## config.mk

```make
export PLATFORM = sky130hd
export DESIGN_NAME = fix_msg_tx
export DESIGN_NICKNAME = d
export VERILOG_FILES = /design/src/fix_pkg.sv /design/src/fix_msg_tx.sv /design/src/fix_byte_fifo.sv /design/src/fix_checksum.sv /design/src/fix_msg_builder.sv /design/src/fix_field_queue.sv
export VERILOG_INCLUDE_DIRS = /design/src
export SDC_FILE = /design/constraint.sdc
export NUM_CORES = 1
export LEC_CHECK = 0
export BUFFER_PORTS_ARGS = -buffer_cell sky130_fd_sc_hd__buf_2
export CAP_MARGIN = 30
export CORE_MARGIN = 2
export CORE_UTILIZATION = 50
export DETAILED_ROUTE_END_ITERATION = 8
export PLACE_DENSITY = 0.64
export SYNTH_ARGS = -nofsm -noshare
export SYNTH_HDL_FRONTEND = slang
export SYNTH_SLANG_ARGS = --single-unit
```

## constraint.sdc

```tcl
create_clock -name clk -period 18.7 [get_ports clk]
set_input_delay 3.74 -clock clk [delete_from_list [all_inputs] [get_ports clk]]
set_output_delay 3.74 -clock clk [all_outputs]
set_load 0.02 [all_outputs]
```

## src/fix_defs.svh

```systemverilog
// FIX serializer parameters
`ifndef FIX_DEFS_SVH
`define FIX_DEFS_SVH

// field sizes in bytes
`define FIX_TAG_BYTES 4
`define FIX_VAL_BYTES 8

// storage depths, powers of two
`define FIX_FIELD_DEPTH 4
`define FIX_BYTE_DEPTH 16

// ascii characters used by the framing
`define FIX_ASCII_SOH 8'h01
`define FIX_ASCII_EQ 8'h3d
`define FIX_ASCII_ZERO 8'h30
`define FIX_ASCII_ONE 8'h31

`endif
```

## src/fix_pkg.sv

```systemverilog
// FIX serializer types
`default_nettype none

`include "fix_defs.svh"

package fix_pkg;

	typedef logic [7:0] fix_byte_t;
	typedef logic [`FIX_TAG_BYTES*8-1:0] fix_tag_t;
	typedef logic [`FIX_VAL_BYTES*8-1:0] fix_val_t;

	// one host field, first byte in the low bits
	typedef struct packed {
		fix_tag_t tag;
		logic [2:0] tag_len;
		fix_val_t value;
		logic [3:0] val_len;
		logic last;
	} fix_field_t;

	typedef struct packed {
		fix_byte_t data;
		logic last;
	} fix_out_t;

	// checksum as three ascii digits
	typedef struct packed {
		fix_byte_t hundreds;
		fix_byte_t tens;
		fix_byte_t ones;
	} fix_digits_t;

	typedef enum logic [3:0] {
		IDLE, TAG, EQ, VAL, SOH,
		CK_ONE, CK_ZERO, CK_EQ, CK_D2, CK_D1, CK_D0, CK_SOH
	} fix_state_e;

endpackage

`default_nettype wire

```

## src/fix_msg_tx.sv

```systemverilog
// FIX message transmitter top
`default_nettype none

module fix_msg_tx import fix_pkg::*; (
	input wire logic clk,
	input wire logic rst,
	input wire logic field_wr_i,
	input wire fix_field_t field_i,
	output logic field_full_o,
	input wire logic byte_rd_i,
	output fix_byte_t byte_o,
	output logic byte_last_o,
	output logic byte_empty_o
);

	fix_field_t head;
	logic field_empty;
	logic pop;
	fix_out_t out;
	logic push;
	logic out_full;
	logic trailer;
	fix_digits_t digits;
	fix_out_t fifo_head;

	fix_field_queue fix_field_queue_inst (
		.clk (clk),
		.rst (rst),
		.wr_i (field_wr_i),
		.field_i (field_i),
		.full_o (field_full_o),
		.pop_i (pop),
		.head_o (head),
		.empty_o (field_empty)
	);

	fix_msg_builder fix_msg_builder_inst (
		.clk (clk),
		.rst (rst),
		.field_i (head),
		.field_empty_i (field_empty),
		.pop_o (pop),
		.out_o (out),
		.push_o (push),
		.out_full_i (out_full),
		.trailer_o (trailer),
		.digits_i (digits)
	);

	// sees every pushed byte
	fix_checksum fix_checksum_inst (
		.clk (clk),
		.rst (rst),
		.byte_i (out.data),
		.push_i (push),
		.last_i (out.last),
		.trailer_i (trailer),
		.digits_o (digits)
	);

	fix_byte_fifo fix_byte_fifo_inst (
		.clk (clk),
		.rst (rst),
		.push_i (push),
		.data_i (out),
		.full_o (out_full),
		.rd_i (byte_rd_i),
		.head_o (fifo_head),
		.empty_o (byte_empty_o)
	);

	assign byte_o = fifo_head.data;
	assign byte_last_o = fifo_head.last;

endmodule

`default_nettype wire

```

## src/fix_byte_fifo.sv

```systemverilog
// FIX output byte FIFO
`default_nettype none

`include "fix_defs.svh"

module fix_byte_fifo import fix_pkg::*; (
	input wire logic clk,
	input wire logic rst,
	input wire logic push_i,
	input wire fix_out_t data_i,
	output logic full_o,
	input wire logic rd_i,
	output fix_out_t head_o,
	output logic empty_o
);

	localparam int PW = $clog2(`FIX_BYTE_DEPTH);
	localparam int CW = $clog2(`FIX_BYTE_DEPTH + 1);
	localparam logic [CW-1:0] DEPTH_C = CW'(`FIX_BYTE_DEPTH);

	fix_out_t mem [`FIX_BYTE_DEPTH];
	logic [PW-1:0] wr_ptr;
	logic [PW-1:0] rd_ptr;
	logic [CW-1:0] count;
	logic do_push;
	logic do_rd;

	assign do_push = push_i && !full_o;
	// read on empty is dropped
	assign do_rd = rd_i && !empty_o;

	always_ff @(posedge clk) begin
		if (do_push)
			mem[wr_ptr] <= data_i;
	end

	always_ff @(posedge clk) begin
		if (rst) begin
			wr_ptr <= '0;
			rd_ptr <= '0;
			count <= '0;
		end else begin
			if (do_push)
				wr_ptr <= wr_ptr + 1'b1;
			if (do_rd)
				rd_ptr <= rd_ptr + 1'b1;
			count <= count + CW'(do_push) - CW'(do_rd);
		end
	end

	// head shown ahead of the read
	assign head_o = mem[rd_ptr];
	assign full_o = (count == DEPTH_C);
	assign empty_o = (count == '0);

	a_no_push_full: assert property (@(posedge clk) disable iff (rst) !(push_i && full_o))
		else $error("byte fifo pushed while full");

	// a byte that is pushed into an empty fifo is at the head next cycle
	a_fwft: assert property (@(posedge clk) disable iff (rst)
		(do_push && empty_o && !rd_i) |=> (!empty_o && head_o == $past(data_i)))
		else $error("pushed byte not at fifo head");

endmodule

`default_nettype wire

```

## src/fix_checksum.sv

```systemverilog
// FIX body checksum
`default_nettype none

`include "fix_defs.svh"

module fix_checksum import fix_pkg::*; (
	input wire logic clk,
	input wire logic rst,
	input wire fix_byte_t byte_i,
	input wire logic push_i,
	input wire logic last_i,
	input wire logic trailer_i,
	output fix_digits_t digits_o
);

	fix_byte_t sum;

	// sum is frozen through the trailer, cleared on the final byte
	always_ff @(posedge clk) begin
		if (rst)
			sum <= '0;
		else if (push_i) begin
			if (last_i)
				sum <= '0;
			else if (!trailer_i)
				sum <= sum + byte_i;
		end
	end

	always_comb begin
		fix_byte_t rem;
		logic [3:0] hund;
		logic [3:0] tens;
		rem = sum;
		hund = 4'd0;
		tens = 4'd0;
		if (rem >= 8'd200) begin
			rem = rem - 8'd200;
			hund = 4'd2;
		end else if (rem >= 8'd100) begin
			rem = rem - 8'd100;
			hund = 4'd1;
		end
		// at most nine tens left
		for (int k = 0; k < 9; k++) begin
			if (rem >= 8'd10) begin
				rem = rem - 8'd10;
				tens = tens + 4'd1;
			end
		end
		digits_o.hundreds = `FIX_ASCII_ZERO + {4'd0, hund};
		digits_o.tens = `FIX_ASCII_ZERO + {4'd0, tens};
		digits_o.ones = `FIX_ASCII_ZERO + rem;
	end

endmodule

`default_nettype wire

```

## src/fix_msg_builder.sv

```systemverilog
// FIX message byte sequencer
`default_nettype none

`include "fix_defs.svh"

module fix_msg_builder import fix_pkg::*; (
	input wire logic clk,
	input wire logic rst,
	input wire fix_field_t field_i,
	input wire logic field_empty_i,
	output logic pop_o,
	output fix_out_t out_o,
	output logic push_o,
	input wire logic out_full_i,
	output logic trailer_o,
	input wire fix_digits_t digits_i
);

	localparam int IW = $clog2(`FIX_VAL_BYTES);
	localparam int TW = $clog2(`FIX_TAG_BYTES);

	fix_state_e state;
	fix_state_e state_d;
	fix_field_t fld;
	logic [IW-1:0] idx;
	logic [TW-1:0] tag_idx;
	logic tag_done;
	logic val_done;
	logic step;

	assign tag_idx = idx[TW-1:0];
	assign tag_done = (idx == IW'(fld.tag_len - 3'd1));
	assign val_done = ({1'b0, idx} == (fld.val_len - 4'd1));

	// every state but IDLE emits one byte
	assign push_o = (state != IDLE) && !out_full_i;
	assign pop_o = (state == SOH) && !out_full_i;
	assign trailer_o = (state >= CK_ONE);

	// index walks within the tag or value, else restarts
	assign step = (state == TAG && !tag_done) || (state == VAL && !val_done);

	always_comb begin
		state_d = state;
		case (state)
			IDLE: begin
				if (!field_empty_i)
					state_d = TAG;
			end
			TAG: begin
				if (tag_done)
					state_d = EQ;
			end
			EQ: state_d = VAL;
			VAL: begin
				if (val_done)
					state_d = SOH;
			end
			SOH: state_d = fld.last ? CK_ONE : IDLE;
			CK_ONE: state_d = CK_ZERO;
			CK_ZERO: state_d = CK_EQ;
			CK_EQ: state_d = CK_D2;
			CK_D2: state_d = CK_D1;
			CK_D1: state_d = CK_D0;
			CK_D0: state_d = CK_SOH;
			CK_SOH: state_d = IDLE;
			default: state_d = IDLE;
		endcase
		// stall while the byte fifo is full
		if (state != IDLE && out_full_i)
			state_d = state;
	end

	always_ff @(posedge clk) begin
		if (rst) begin
			state <= IDLE;
			idx <= '0;
		end else begin
			state <= state_d;
			if (push_o)
				idx <= step ? idx + 1'b1 : '0;
		end
	end

	// head is held by the queue until the pop
	always_ff @(posedge clk) begin
		if (state == IDLE && !field_empty_i)
			fld <= field_i;
	end

	always_comb begin
		out_o.last = (state == CK_SOH);
		case (state)
			TAG: out_o.data = fld.tag[{tag_idx, 3'b000} +: 8];
			EQ: out_o.data = `FIX_ASCII_EQ;
			VAL: out_o.data = fld.value[{idx, 3'b000} +: 8];
			CK_ONE: out_o.data = `FIX_ASCII_ONE;
			CK_ZERO: out_o.data = `FIX_ASCII_ZERO;
			CK_EQ: out_o.data = `FIX_ASCII_EQ;
			CK_D2: out_o.data = digits_i.hundreds;
			CK_D1: out_o.data = digits_i.tens;
			CK_D0: out_o.data = digits_i.ones;
			default: out_o.data = `FIX_ASCII_SOH;
		endcase
	end

	a_field_len: assert property (@(posedge clk) disable iff (rst)
		(state == TAG) |-> (fld.tag_len != '0 && fld.val_len != '0))
		else $error("latched field with zero length");

	a_no_push_full: assert property (@(posedge clk) disable iff (rst)
		!(push_o && out_full_i))
		else $error("builder pushed into full byte fifo");

endmodule

`default_nettype wire

```

## src/fix_field_queue.sv

```systemverilog
// FIX field queue
`default_nettype none

`include "fix_defs.svh"

module fix_field_queue import fix_pkg::*; (
	input wire logic clk,
	input wire logic rst,
	input wire logic wr_i,
	input wire fix_field_t field_i,
	output logic full_o,
	input wire logic pop_i,
	output fix_field_t head_o,
	output logic empty_o
);

	localparam int PW = $clog2(`FIX_FIELD_DEPTH);
	localparam int CW = $clog2(`FIX_FIELD_DEPTH + 1);
	localparam logic [CW-1:0] DEPTH_C = CW'(`FIX_FIELD_DEPTH);

	fix_field_t mem [`FIX_FIELD_DEPTH];
	logic [PW-1:0] wr_ptr;
	logic [PW-1:0] rd_ptr;
	logic [CW-1:0] count;
	logic do_wr;
	logic do_pop;

	assign do_wr = wr_i && !full_o;
	assign do_pop = pop_i && !empty_o;

	always_ff @(posedge clk) begin
		if (do_wr)
			mem[wr_ptr] <= field_i;
	end

	// pointers wrap on their own, depth is a power of two
	always_ff @(posedge clk) begin
		if (rst) begin
			wr_ptr <= '0;
			rd_ptr <= '0;
			count <= '0;
		end else begin
			if (do_wr)
				wr_ptr <= wr_ptr + 1'b1;
			if (do_pop)
				rd_ptr <= rd_ptr + 1'b1;
			count <= count + CW'(do_wr) - CW'(do_pop);
		end
	end

	assign head_o = mem[rd_ptr];
	assign full_o = (count == DEPTH_C);
	assign empty_o = (count == '0);

	a_no_wr_full: assert property (@(posedge clk) disable iff (rst) !(wr_i && full_o))
		else $error("field queue written while full");
	a_no_pop_empty: assert property (@(posedge clk) disable iff (rst) !(pop_i && empty_o))
		else $error("field queue popped while empty");

endmodule

`default_nettype wire

```

* Word-level counts from Yosys, hierarchy flattened
Memory sizes are Yosys's and may differ from the RTL's. A register that Yosys moved wholly into a read port is not among the register bits.
Cells that the tools add are included.
** Operators by class
- Add/sub/neg operators :: 34
- Magnitude comparators :: 12
- Equality and inequality tests :: 19
- Shift operators :: 2
- Mux-type cells :: 37
- Bitwise gates (word level) :: 1
- Reduce and logical (&&, ||, !) cells :: 24
** Operators by type and width (count)
- two-way mux 8 bit :: 13
- greater-or-equal comparator 8 x 4 -> 1 bit, second input constant :: 9
- subtractor 8 x 4 -> 8 bit, second input constant :: 9
- case mux 8 bit (8 select lines) :: 1
- indexed part select 64 x 7 -> 8 bit :: 1
- two-way mux 4 bit :: 14
- case mux 4 bit (11 select lines) :: 1
- adder 4 x 1 -> 4 bit, second input constant :: 9
- indexed part select 32 x 6 -> 8 bit :: 1
- == test 4 x 3 -> 1 bit, second input constant :: 4
- == test 4 bit, second input constant :: 4
- adder 6 x 4 -> 7 bit, first input constant :: 2
- logical AND 1 bit :: 10
- adder 6 x 8 -> 8 bit, first input constant :: 1
- adder 8 bit :: 1
- == test 4 x 2 -> 1 bit, second input constant :: 2
- greater-or-equal comparator 8 x 7 -> 1 bit, second input constant :: 1
- greater-or-equal comparator 8 bit, second input constant :: 1
- subtractor 8 x 7 -> 8 bit, second input constant :: 1
- subtractor 8 bit, second input constant :: 1
- zero test 1 bit :: 6
- two-way mux 1 bit :: 6
- two-way mux 3 bit :: 2
- inequality test 2 x 1 -> 1 bit, second input constant :: 3
- 25 further kinds :: 26
** Storage, ports and cells
- Register bits after elaboration :: 35
- RAM bits :: 560
- Bits of input ports :: 108
- Word-level logic and storage cells :: 140
- Memories :: 2
** Memory list
- fix_field_queue_inst.mem :: words 4, bits a word 104, read ports 1, clocked after Yosys merged registers in 1, wr ports 1, line fix_field_queue.sv:21 : fix_field_t mem [`FIX_FIELD_DEPTH];
- fix_byte_fifo_inst.mem :: words 16, bits a word 9, read ports 1, clocked after Yosys merged registers in 1, wr ports 1, line fix_byte_fifo.sv:21 : fix_out_t mem [`FIX_BYTE_DEPTH];

* Depth between registers and ports, before layout
Gate-level depths: netlist (run 1).
- Depth after elaboration :: 26
- Depth in mapped cells :: 49
- Gate-level depth less buffers :: 44

* By module
A second synthesis (run 1) with hierarchy kept.
** Unflattened totals
- Cell total of the unflattened synthesis :: 1763
- Area total of the unflattened synthesis :: 30883.4 µm²
** By module, submodules not included
- fix_field_queue :: times used 1, cells each 595, area each 15491.1 µm², sequential area each 12672.2 µm²
- fix_byte_fifo :: times used 1, cells each 330, area each 6413.7 µm², sequential area each 4664.5 µm²
- fix_msg_builder :: times used 1, cells each 269, area each 4770.8 µm², sequential area each 3263.1 µm²
- fix_checksum :: times used 1, cells each 569, area each 4207.8 µm², sequential area each 160.2 µm²

* Least setup slack after synthesis (run 1)
No wires, ideal clock.
- Path type :: reg-to-reg
- Start point :: register fix_checksum_inst.sum[4]
- End point :: register fix_checksum_inst.sum[7]
- Library setup time :: 0.126 ns
- Arrival :: 10.234 ns
- Slack :: 8.340 ns
- Cell stages (with the launch flop) :: 47
- Path buffers :: 4
- Clock period less this slack :: 10.360 ns
- Cell sequence :: dfxtp_1 inv_1 ha_1 or3b_4 o31ai_2 buf_4 mux2i_1 xnor2_1 buf_4 a2111oi_4 xnor2_2 ha_1 buf_1 nor3_1 a221oi_1 a32o_2 mux2_4 a311oi_4 [... 11 more ...] o211ai_1 o31ai_1 nand3_1 nor3b_1 buf_4 mux2i_1 o21ai_0 ha_1 a21o_1 a21o_1 a21o_1 a21oi_1 nor2b_1 o21ai_0 nand2b_1 nand2_1 mux2_4 nand4_1
** RTL lines
- start, declared :: line fix_checksum.sv:16 : fix_byte_t sum;
- start signal, assigned :: line fix_checksum.sv:26 : sum <= sum + byte_i;

==> impl_metrics.yaml, run 1 <==
cts:
  clock_tree_from_tritoncts: "yes"
  h_tree_depth_reported_by_cts: 3
  cts-buffers-inserted: 73
  clock_tree.buffer_depth: 3
  post_cts_hold_buffer_count: 0
  clk_transition_reported_paths_ns: 0.06
  clock_latency_ns: 0.62
  cts_root_buf: "clkbuf_16"
  post_cts_buffers: 0
  cts_resized: 0
  clock_sink_count: 703
synth:
  syn-mean-instance-area_um2: 17.77
  synth.top_cell.area_share_pct: 66.31
  yosys-top-cells-area: "edfxtp_1 (66%), mux4_2 (13%), dfxtp_1 (2.6%), ha_1 (1.9%), xnor2_1 (1.5%)"
  ys_async_sr_fraction_pct: 0
  post_synth_inst_count: 1692
  post_synth_num_cell_types: 102
  synthDominantAreaCellType: "edfxtp_1"
  synth.yosys.seq_area_share_pct: 68.91
  edff_count_synth: 664
  syn_area_mm2: 0.03007
  synth.ff_latch_count: 703
  yosysWarnings: 0
  synth.net_count: 1848
  yosys_most_used_dff: "edfxtp_1"
final_layout:
  post_synthesis_to_final_layout_area_growth_pct: 13.20
  stdcell_area_mm2: 0.03404
  layout-drive-gt1-share_pct: 26.26
  layout.nets: 2002
  final_cell_mix: "edfxtp_1 (664), mux4_2 (173), buf_2 (118)"
  layout.cells.most_common: "edfxtp_1"
  final.fill_count: 4464
grt:
  grt_antenna_before_repair: 22
  grt_max_degree: 57
  grt_pass1_vias: 16120
  globalRouteTotalUtil_pct: 20.41
  globalRouteOverflowTotal: 0
  grt_pass1_wl_um: 96130
detailed_routing:
  drt_pre_antenna_iters: 7
  drcViolationCount: 0
  routed_wire_length_per_instance_um: 23.37
  via_count: 15960
  drt_first_iter_violations: 1300
  avgViaCountPerCell: 5.946
  ant_nets: 0
  wl_um: 62730
setup_path:
  timing_worst_setup_path_type: "reg2reg"
  cpMostUsedCell: "ha_1"
  start_kind: "register"
  worstPathArrival_ns: 12.78
  end_kind: "register"
  cp_data_required_time_ns: 19.19
  crit_path_max_fanout: 17
  delay_of_the_slowest_cell_on_the_worst_path_ns: 0.77
  critical_path.slowest_cell: "o31ai_2"
sta:
  worst_pin_slew_ns: 0.9824
  maximum_clock_skew_at_final_layout_ns: 0.02532
  hold_violations_final: 0
  clock.fmax_mhz: 81.36
  finalSetupViolCount: 0
  period_minus_slack_ns: 12.29
  worst_slew_margin_rel_pct: 34.06
  totalNegativeSetupSlack_ns: 0
  unrepaired_setup_endpoints_after_global_routing: "no"
  slew_viol_final: 0
  post-route-period-util_pct: 65.73
floorplan:
  floorplan.core_area_mm2: 0.05924
  initial_core_utilization_pct: 50.76
  ios: 119
  std_cell_rows: 89
  die_height_um: 249.2
  die_area_mm2: 0.06212
  die_width_um: 249.2
placed_design:
  port-buffer-count: 118
  globalplace.congestion: 0.8298
  dpl.hpwl_um: 39270
  post_dp_cell_area_mm2: 0.03171
min_path:
  hold_path_class: "reg2reg"
job:
  drv.max_cap_violation_count: 0
run_status:
  status: "finished clean"
-- logic make-up (layout without fill, tap and decap cells) --
logic type / count (synthesis) / after routing / synth area share [%]
flops: 703 / 703 / 68.91
simple gates: 312 / 312 / 5.355
compound gates: 234 / 234 / 5.701
mux: 204 / 204 / 14.09
buf+inv: 117 / 329 / 1.598
xor+xnor: 74 / 74 / 2.276
fa+ha+maj: 48 / 48 / 2.072
other cells: 0 / 7 / 0
-- through the flow --
| stage | util, % | hold slack, ns | worst slack, ns | instances |
|---|---|---|---|---|
| after floorplan | - | 0.4847 | 8.340 | 1692 |
| after global placement | 53.21 | 0.5079 | 6.852 | 2528 |
| after detailed placement | 53.53 | 0.5152 | 6.591 | 2544 |
| after CTS | 57.43 | 0.5412 | 6.541 | 2677 |
| after global routing | 57.45 | 0.5667 | 5.276 | 2683 |
| final | 57.46 | 0.5338 | 6.409 | 2684 |
-- area by class of cell --
class / count / area (um2) / area share (%)
antenna: 7 / 17.52 / 0.05146
clock buffer: 90 / 1922 / 5.646
clock inverter: 43 / 385.4 / 1.132
inverter: 37 / 138.9 / 0.4080
multi-input combinational: 872 / 8909 / 26.17
sequential: 703 / 20730 / 60.90
tap: 773 / 967.2 / 2.841
timing repair buffer: 159 / 968.4 / 2.845
-- synth_stat cells (all sizes together) (12+ instances only) --
cell type,instances
edfxtp,664
mux4,173
nor2,96
nand2,60
xnor2,54
clkbuf,49
a21oi,45
ha,45
dfxtp,39
o21ai,39
inv,37
buf,31
nand3,31
nor3,26
mux2i,19
xor2,19
a21o,15
o211ai,15
a211oi,13
nand2b,13
nor2b,13
and2,12
mux2,12
-- layer usage --
| layer | vias to the layer above | track usage [%] | share of wire, % |
|---|---|---|---|
| li1 | 7177 | - | - |
| met1 | 8146 | 27.64 | 43 |
| met5 | - | 0 | 0.26 |
| met3 | 149 | 4.953 | 5.7 |
| met2 | 462 | 32.67 | 49 |
| met4 | 26 | 6.988 | 2.7 |
-- worst paths after layout --
check,from,endpoint,slack [ns],depth (start not counted)
setup / recovery,fix_checksum_inst.sum[3]$_SDFFE_PP0P_,fix_checksum_inst.sum[7]$_SDFFE_PP0P_,6.41,43
hold / removal,fix_byte_fifo_inst.rd_ptr[3]$_SDFFE_PP0P_,register,0.53,2
setup reg to reg,fix_checksum_inst.sum[3]$_SDFFE_PP0P_,fix_checksum_inst.sum[7]$_SDFFE_PP0P_,6.41,43
hold reg to reg,fix_byte_fifo_inst.rd_ptr[3]$_SDFFE_PP0P_,register,0.53,2
-- state kept, by name, summed over array words and instances (netlist names), named ones only --
name                         cells
fix_msg_builder_inst.state       4
fix_field_queue_inst.wr_ptr      2
fix_byte_fifo_inst.rd_ptr        4
fix_msg_builder_inst.idx         3
fix_byte_fifo_inst.mem         144
fix_byte_fifo_inst.count         5
fix_byte_fifo_inst.wr_ptr        4
fix_field_queue_inst.rd_ptr      2
fix_msg_builder_inst.fld       104
fix_field_queue_inst.count       3
fix_checksum_inst.sum            8
fix_field_queue_inst.mem       416
-- critical path: cells and delay by family (launching register included) --
| family | cells | cell delay, ns |
|---|---|---|
| fa+ha+maj | 5 | 1.61 |
| buf+inv | 1 | 0.21 |
| mux | 3 | 0.71 |
| simple gates | 15 | 3.35 |
| flops | 1 | 0.61 |
| xor+xnor | 3 | 0.80 |
| compound gates | 16 | 4.85 |
Power of run 1 is left out: the tool's default activity adds up to more than one toggle a clock period on the data nets, which glitch-free logic cannot reach.
==> run 2, diff against run 1 <==
--- a/config.mk
+++ b/config.mk
@@ -11,7 +11,7 @@
 export CORE_MARGIN = 2
 export CORE_UTILIZATION = 50
 export DETAILED_ROUTE_END_ITERATION = 8
-export PLACE_DENSITY = 0.64
+export PLACE_DENSITY = 0.66
 export SYNTH_ARGS = -nofsm -noshare
 export SYNTH_HDL_FRONTEND = slang
 export SYNTH_SLANG_ARGS = --single-unit
==> constraint.sdc (replaced) <==
create_clock -name clk -period 10.5 [get_ports clk]
set_input_delay 2.1 -clock clk [delete_from_list [all_inputs] [get_ports clk]]
set_output_delay 2.1 -clock clk [all_outputs]
set_load 0.02 [all_outputs]
==> impl_metrics.yaml, run 2 (same netlist as run 1, synthesis figures left out) <==
run_status:
  status: "finished clean"
sta:
  period_minus_slack_ns: 9.852
  worst_hold_slack_ns: 0.5575
  totalNegativeSetupSlack_ns: 0
  worst_pin_slew_ns: 0.9979
  hold_violations_final: 0
  post-route-period-util_pct: 93.82
  worst_slew_margin_rel_pct: 33.11
  clock.fmax_mhz: 101.5
  finalSetupViolCount: 0
  slew_viol_final: 0
  maximum_clock_skew_at_final_layout_ns: 0.02807
floorplan:
  std_cell_rows: 89
  ios: 119
  initial_core_utilization_pct: 50.76
  die_height_um: 249.2
  die_area_mm2: 0.06212
  die_width_um: 249.2
  floorplan.core_area_mm2: 0.05924
final_layout:
  biggestRegsByFlops: "fix_field_queue_inst.mem (416), fix_byte_fifo_inst.mem (144), fix_msg_builder_inst.fld (104)"
  seq_area_mm2: 0.02073
  layout.nets: 2040
  final_cell_mix: "edfxtp_1 (664), mux4_2 (173), buf_2 (118)"
  top_register: "fix_field_queue_inst.mem"
  post_synthesis_to_final_layout_area_growth_pct: 14.53
  largest_register_ffs: 416
  layout.cells.most_common: "edfxtp_1"
  multi_input_gate_area_mm2: 0.009020
  final.fill_count: 4473
  layout-drive-gt1-share_pct: 28.67
cts:
  clk_transition_reported_paths_ns: 0.06
  clock_latency_ns: 0.62
  clock_tree_from_tritoncts: "yes"
  cts-buffers-inserted: 73
  cts_root_buf: "clkbuf_16"
  clock_tree.buffer_depth: 3
  clock_sink_count: 703
  h_tree_depth_reported_by_cts: 3
detailed_routing:
  wl_um: 61980
  via_count: 16010
  ant_nets: 0
  drcViolationCount: 0
  drt_pre_antenna_iters: 5
  routed_wire_length_per_instance_um: 22.83
  drt_first_iter_violations: 1247
  avgViaCountPerCell: 5.898
job:
  drv.max_cap_violation_count: 0
setup_path:
  critical_path.slowest_cell: "or4_4"
  timing.reg2reg.worst_path_depth: 43
  cp_data_required_time_ns: 10.95
  crit_path_max_fanout: 17
  r2r_slack_ns: 0.65
  end_kind: "register"
  delay_of_the_slowest_cell_on_the_worst_path_ns: 0.53
  cpMostUsedCell: "ha_1"
  start_kind: "register"
  timing_worst_setup_path_type: "reg2reg"
  worstPathArrival_ns: 10.30
grt:
  grt_pass1_wl_um: 96570
  globalRouteTotalUtil_pct: 20.25
  grt_antenna_before_repair: 13
  grt_max_degree: 65
  grt_pass1_vias: 16450
  globalRouteOverflowTotal: 0
min_path:
  hold_path_class: "reg2reg"
  hold_path_depth: 2
placed_design:
  globalplace.congestion: 0.8637
  port-buffer-count: 118
  dpl.hpwl_um: 39100
[run 2: changes by cell type in the layout (fill, tap and decap cells not counted), moves of 3 or more]
cell / change
diode_2: -4
bufinv_16: +4
clkbuf_1: -3
buf_4: +44
buf_6: -4
clkinv_2: -6
o21ai_2: +3
[run 2: metrics by stage]
| stage | area [um2] | setup slack, ns | utilization [%] | instances |
|---|---|---|---|---|
| 2_1_floorplan | 30070 | 0.1396 | - | 1692 |
| 3_3_place_gp | 31790 | 0.4991 | 53.65 | 2563 |
| 3_5_place_dp | 31830 | 0.2007 | 53.73 | 2567 |
| 4_1_cts | 34210 | 0.2124 | 57.74 | 2697 |
| 5_1_grt | 34440 | -0.02375 | 58.13 | 2714 |
| 6_report | 34440 | 0.6484 | 58.13 | 2715 |
[run 2: final timing paths]
kind,end,from
setup / recovery,fix_checksum_inst.sum[6]$_SDFFE_PP0P_,fix_checksum_inst.sum[4]$_SDFFE_PP0P_
hold / removal,register,fix_byte_fifo_inst.rd_ptr[1]$_SDFFE_PP0P_
setup reg to reg,fix_checksum_inst.sum[6]$_SDFFE_PP0P_,fix_checksum_inst.sum[4]$_SDFFE_PP0P_
hold reg to reg,register,fix_byte_fifo_inst.rd_ptr[1]$_SDFFE_PP0P_
[run 2: critical path, delay by kind of cell, from the launching register on]
family | cells | cell delay, ns
mux | 1 | 0.33
fa+ha+maj | 5 | 1.31
compound gates | 17 | 4.02
xor+xnor | 5 | 0.58
simple gates | 11 | 2.43
flops | 1 | 0.31
buf+inv | 4 | 0.73
[run 2: layout make-up]
type / instances / share of cell area [%]
well taps: 773 / 2.808
inverters: 37 / 0.4033
flip-flops and latches: 703 / 60.19
diodes: 3 / 0.02180
multi-input cells: 872 / 26.19
clock buffers: 86 / 5.508
repair buffers: 197 / 3.480
clock inverters: 44 / 1.395
[run 2: what timing repair did]
item                                    CTS  global route
hold buffers                              0             0
resized for setup                         0            25
setup buffers                             0            15
endpoints found under the setup margin    0             6
[run 2: metal layers]
layer  vias up  GRT usage [%]  part of all wire, %
met5         -              0                 0.20
met4        20          5.577                  2.0
met3       110          4.545                  5.9
met2       443          33.34                   49
met1      8197          27.41                   43
li1       7242              -                    -
Power of run 2 is left out for the same reason.
==> run 3, diff against run 2 <==
--- a/config.mk
+++ b/config.mk
@@ -10,8 +10,10 @@
 export CAP_MARGIN = 30
 export CORE_MARGIN = 2
 export CORE_UTILIZATION = 50
+export CTS_BUF_LIST = sky130_fd_sc_hd__clkbuf_2
 export DETAILED_ROUTE_END_ITERATION = 8
 export PLACE_DENSITY = 0.66
 export SYNTH_ARGS = -nofsm -noshare
 export SYNTH_HDL_FRONTEND = slang
+export SYNTH_HIERARCHICAL = 1
 export SYNTH_SLANG_ARGS = --single-unit
==> impl_metrics.yaml, run 3 <==
cts:
  clock_latency_ns: 1.34
  clock_tree_from_tritoncts: "yes"
  h_tree_depth_reported_by_cts: 4
  clock_sink_count: 705
  cts-buffers-inserted: 166
  clock_tree.buffer_depth: 3
  cts_root_buf: "clkbuf_2"
  clk_transition_reported_paths_ns: 0.10
final_layout:
  final.fill_count: 4657
  post_synthesis_to_final_layout_area_growth_pct: 20.28
  final_cell_mix: "edfxtp_1 (664), buf_4 (317), clkbuf_2 (243)"
  biggestRegsByFlops: "fix_field_queue_inst/mem (416), fix_byte_fifo_inst/mem (144), fix_msg_builder_inst/fld (104)"
  largest_register_ffs: 416
  top_register: "fix_field_queue_inst/mem"
  layout-drive-gt1-share_pct: 43.72
  layout.cells.most_common: "edfxtp_1"
  layout.nets: 2479
synth:
  ys_async_sr_fraction_pct: 0
  yosys-top-cells-area: "edfxtp_1 (65%), mux4_2 (11%), dfxtp_1 (2.7%), ha_1 (1.9%), mux4_1 (1.3%)"
  synthMostInstantiatedCell: "edfxtp_1"
  edff_count_synth: 664
  synth.ff_latch_count: 705
  yosysWarnings: 6
  post_synth_inst_count: 1763
  post_synth_num_cell_types: 126
  syn-mean-instance-area_um2: 17.52
  syn_area_mm2: 0.03088
  yosys_most_used_dff: "edfxtp_1"
  synth.yosys.seq_area_share_pct: 67.22
  synth.top_cell.area_share_pct: 64.56
  synthDominantAreaCellType: "edfxtp_1"
  synthTopCellsByCount: "edfxtp_1 (664), mux4_2 (149), nand2_1 (72)"
floorplan:
  floorplan.core_area_mm2: 0.06137
  std_cell_rows: 91
  initial_core_utilization_pct: 50.32
  die_height_um: 252.5
  ios: 119
  die_area_mm2: 0.06377
  die_width_um: 252.5
sta:
  period_minus_slack_ns: 11.72
  slew_viol_final: 0
  worst_slew_margin_rel_pct: 34.57
  post-route-period-util_pct: 111.6
  worst_pin_slew_ns: 0.9814
  hold_violations_final: 0
  maximum_clock_skew_at_final_layout_ns: 0.05477
  unrepaired_setup_endpoints_after_global_routing: "yes"
  clock.fmax_mhz: 85.35
  postLayoutSetupSlackWorst_ns: -1.216
  finalSetupViolCount: 73
grt:
  globalRouteTotalUtil_pct: 21.80
  globalRouteOverflowTotal: 0
  grt_pass1_vias: 19130
  grt_antenna_before_repair: 14
  grt_pass1_wl_um: 105500
  grt_max_degree: 62
setup_path:
  timing_worst_setup_path_type: "reg2reg"
  delay_of_the_slowest_cell_on_the_worst_path_ns: 0.38
  cpMostUsedCell: "ha_4"
  worstPathArrival_ns: 12.87
  critical_path.slowest_cell: "dfxtp_4"
  start_kind: "register"
  cp_data_required_time_ns: 11.66
  crit_start: "fix_checksum_inst/sum[3]$_SDFFE_PP0P_"
  end_kind: "register"
  crit_path_max_fanout: 5
  worst_r2r_startpoint: "fix_checksum_inst/sum[3]$_SDFFE_PP0P_"
run_status:
  violations: "setup timing"
  status: "finished, violations left"
placed_design:
  globalplace.congestion: 0.8455
  place_ws_ns: -1.708
  dpl.hpwl_um: 42640
  port-buffer-count: 118
min_path:
  hold_path_class: "reg2reg"
  min-delay-start: "fix_byte_fifo_inst/rd_ptr[1]$_SDFFE_PP0N_"
detailed_routing:
  via_count: 18150
  drt_first_iter_violations: 1092
  avgViaCountPerCell: 5.597
  drt_pre_antenna_iters: 5
  wl_um: 68580
  ant_nets: 0
  routed_wire_length_per_instance_um: 21.15
  drcViolationCount: 0
job:
  drv.max_cap_violation_count: 0
[run 3: worst paths after layout]
kind	slack, ns	to	depth (start not counted)
setup / recovery	-1.22	fix_checksum_inst/sum[7]$_SDFFE_PP0P_	75
hold / removal	0.50	register	2
setup reg to reg	-1.22	fix_checksum_inst/sum[7]$_SDFFE_PP0P_	75
hold reg to reg	0.50	register	2
[run 3: kinds of logic after synthesis]
logic type,after synthesis,synth area share [%]
XOR/XNOR,61,1.864
flip-flops,705,67.22
multiplexers,211,13.83
adder cells (fa/ha/maj),50,2.099
AND/OR/NAND/NOR,316,5.644
buffers and inverters,146,2.662
other,2,0.02432
AO/OA/AOI/OAI,272,6.661
[run 3: through the flow]
step | utilization [%] | setup TNS [ns] | hold WS [ns] | instances | instance area, um2
after floorplan | - | -130.70 | 0.4554 | 1771 | 31350
final | 60.53 | -39.31 | 0.4970 | 3242 | 37150
after CTS | 59.63 | -35.25 | 0.4969 | 3204 | 36590
after global routing | 60.52 | -104.58 | 0.5173 | 3240 | 37140
after global placement | 56.07 | -42.22 | 0.4734 | 2874 | 34410
after detailed placement | 56.16 | -88.50 | 0.4784 | 2879 | 34470
[run 3: final cells by class]
cell class	instances	area, um2	share of cell area (%)
timing repair buffer	465	3405	9.165
clock buffer	243	1216	3.274
antenna	9	22.52	0.06063
inverter	63	254.0	0.6838
tap	790	988.4	2.661
sequential	705	20780	55.94
clock inverter	47	355.3	0.9566
multi-input combinational	920	10130	27.26
[run 3: worst max-delay path: cells and delay by family, from the launching register on]
family | cells | cell delay, ns
compound gates | 23 | 3.60
mux | 6 | 1.56
buf+inv | 13 | 1.04
fa+ha+maj | 10 | 1.76
simple gates | 18 | 2.27
xor+xnor | 5 | 0.89
flops | 1 | 0.38
[run 3: per-layer routing]
layer	global-route usage [%]	vias up	routed length (um)
li1	-	8360	-
met1	27.79	9250	28920
met2	36.34	415	34850
met3	5.726	108	3436
met4	7.540	12	1308
met5	0	-	70
[run 3: timing repair]
item | 4_1_cts | 5_1_grt
pin swaps | 51 | 52
setup endpoints to repair | 136 | 136
buffers inserted | 34 | 29
cloned | 2 | 2
gates resized for setup | 60 | 62
hold buffers | 0 | 0
Power of run 3 is left out for the same reason.
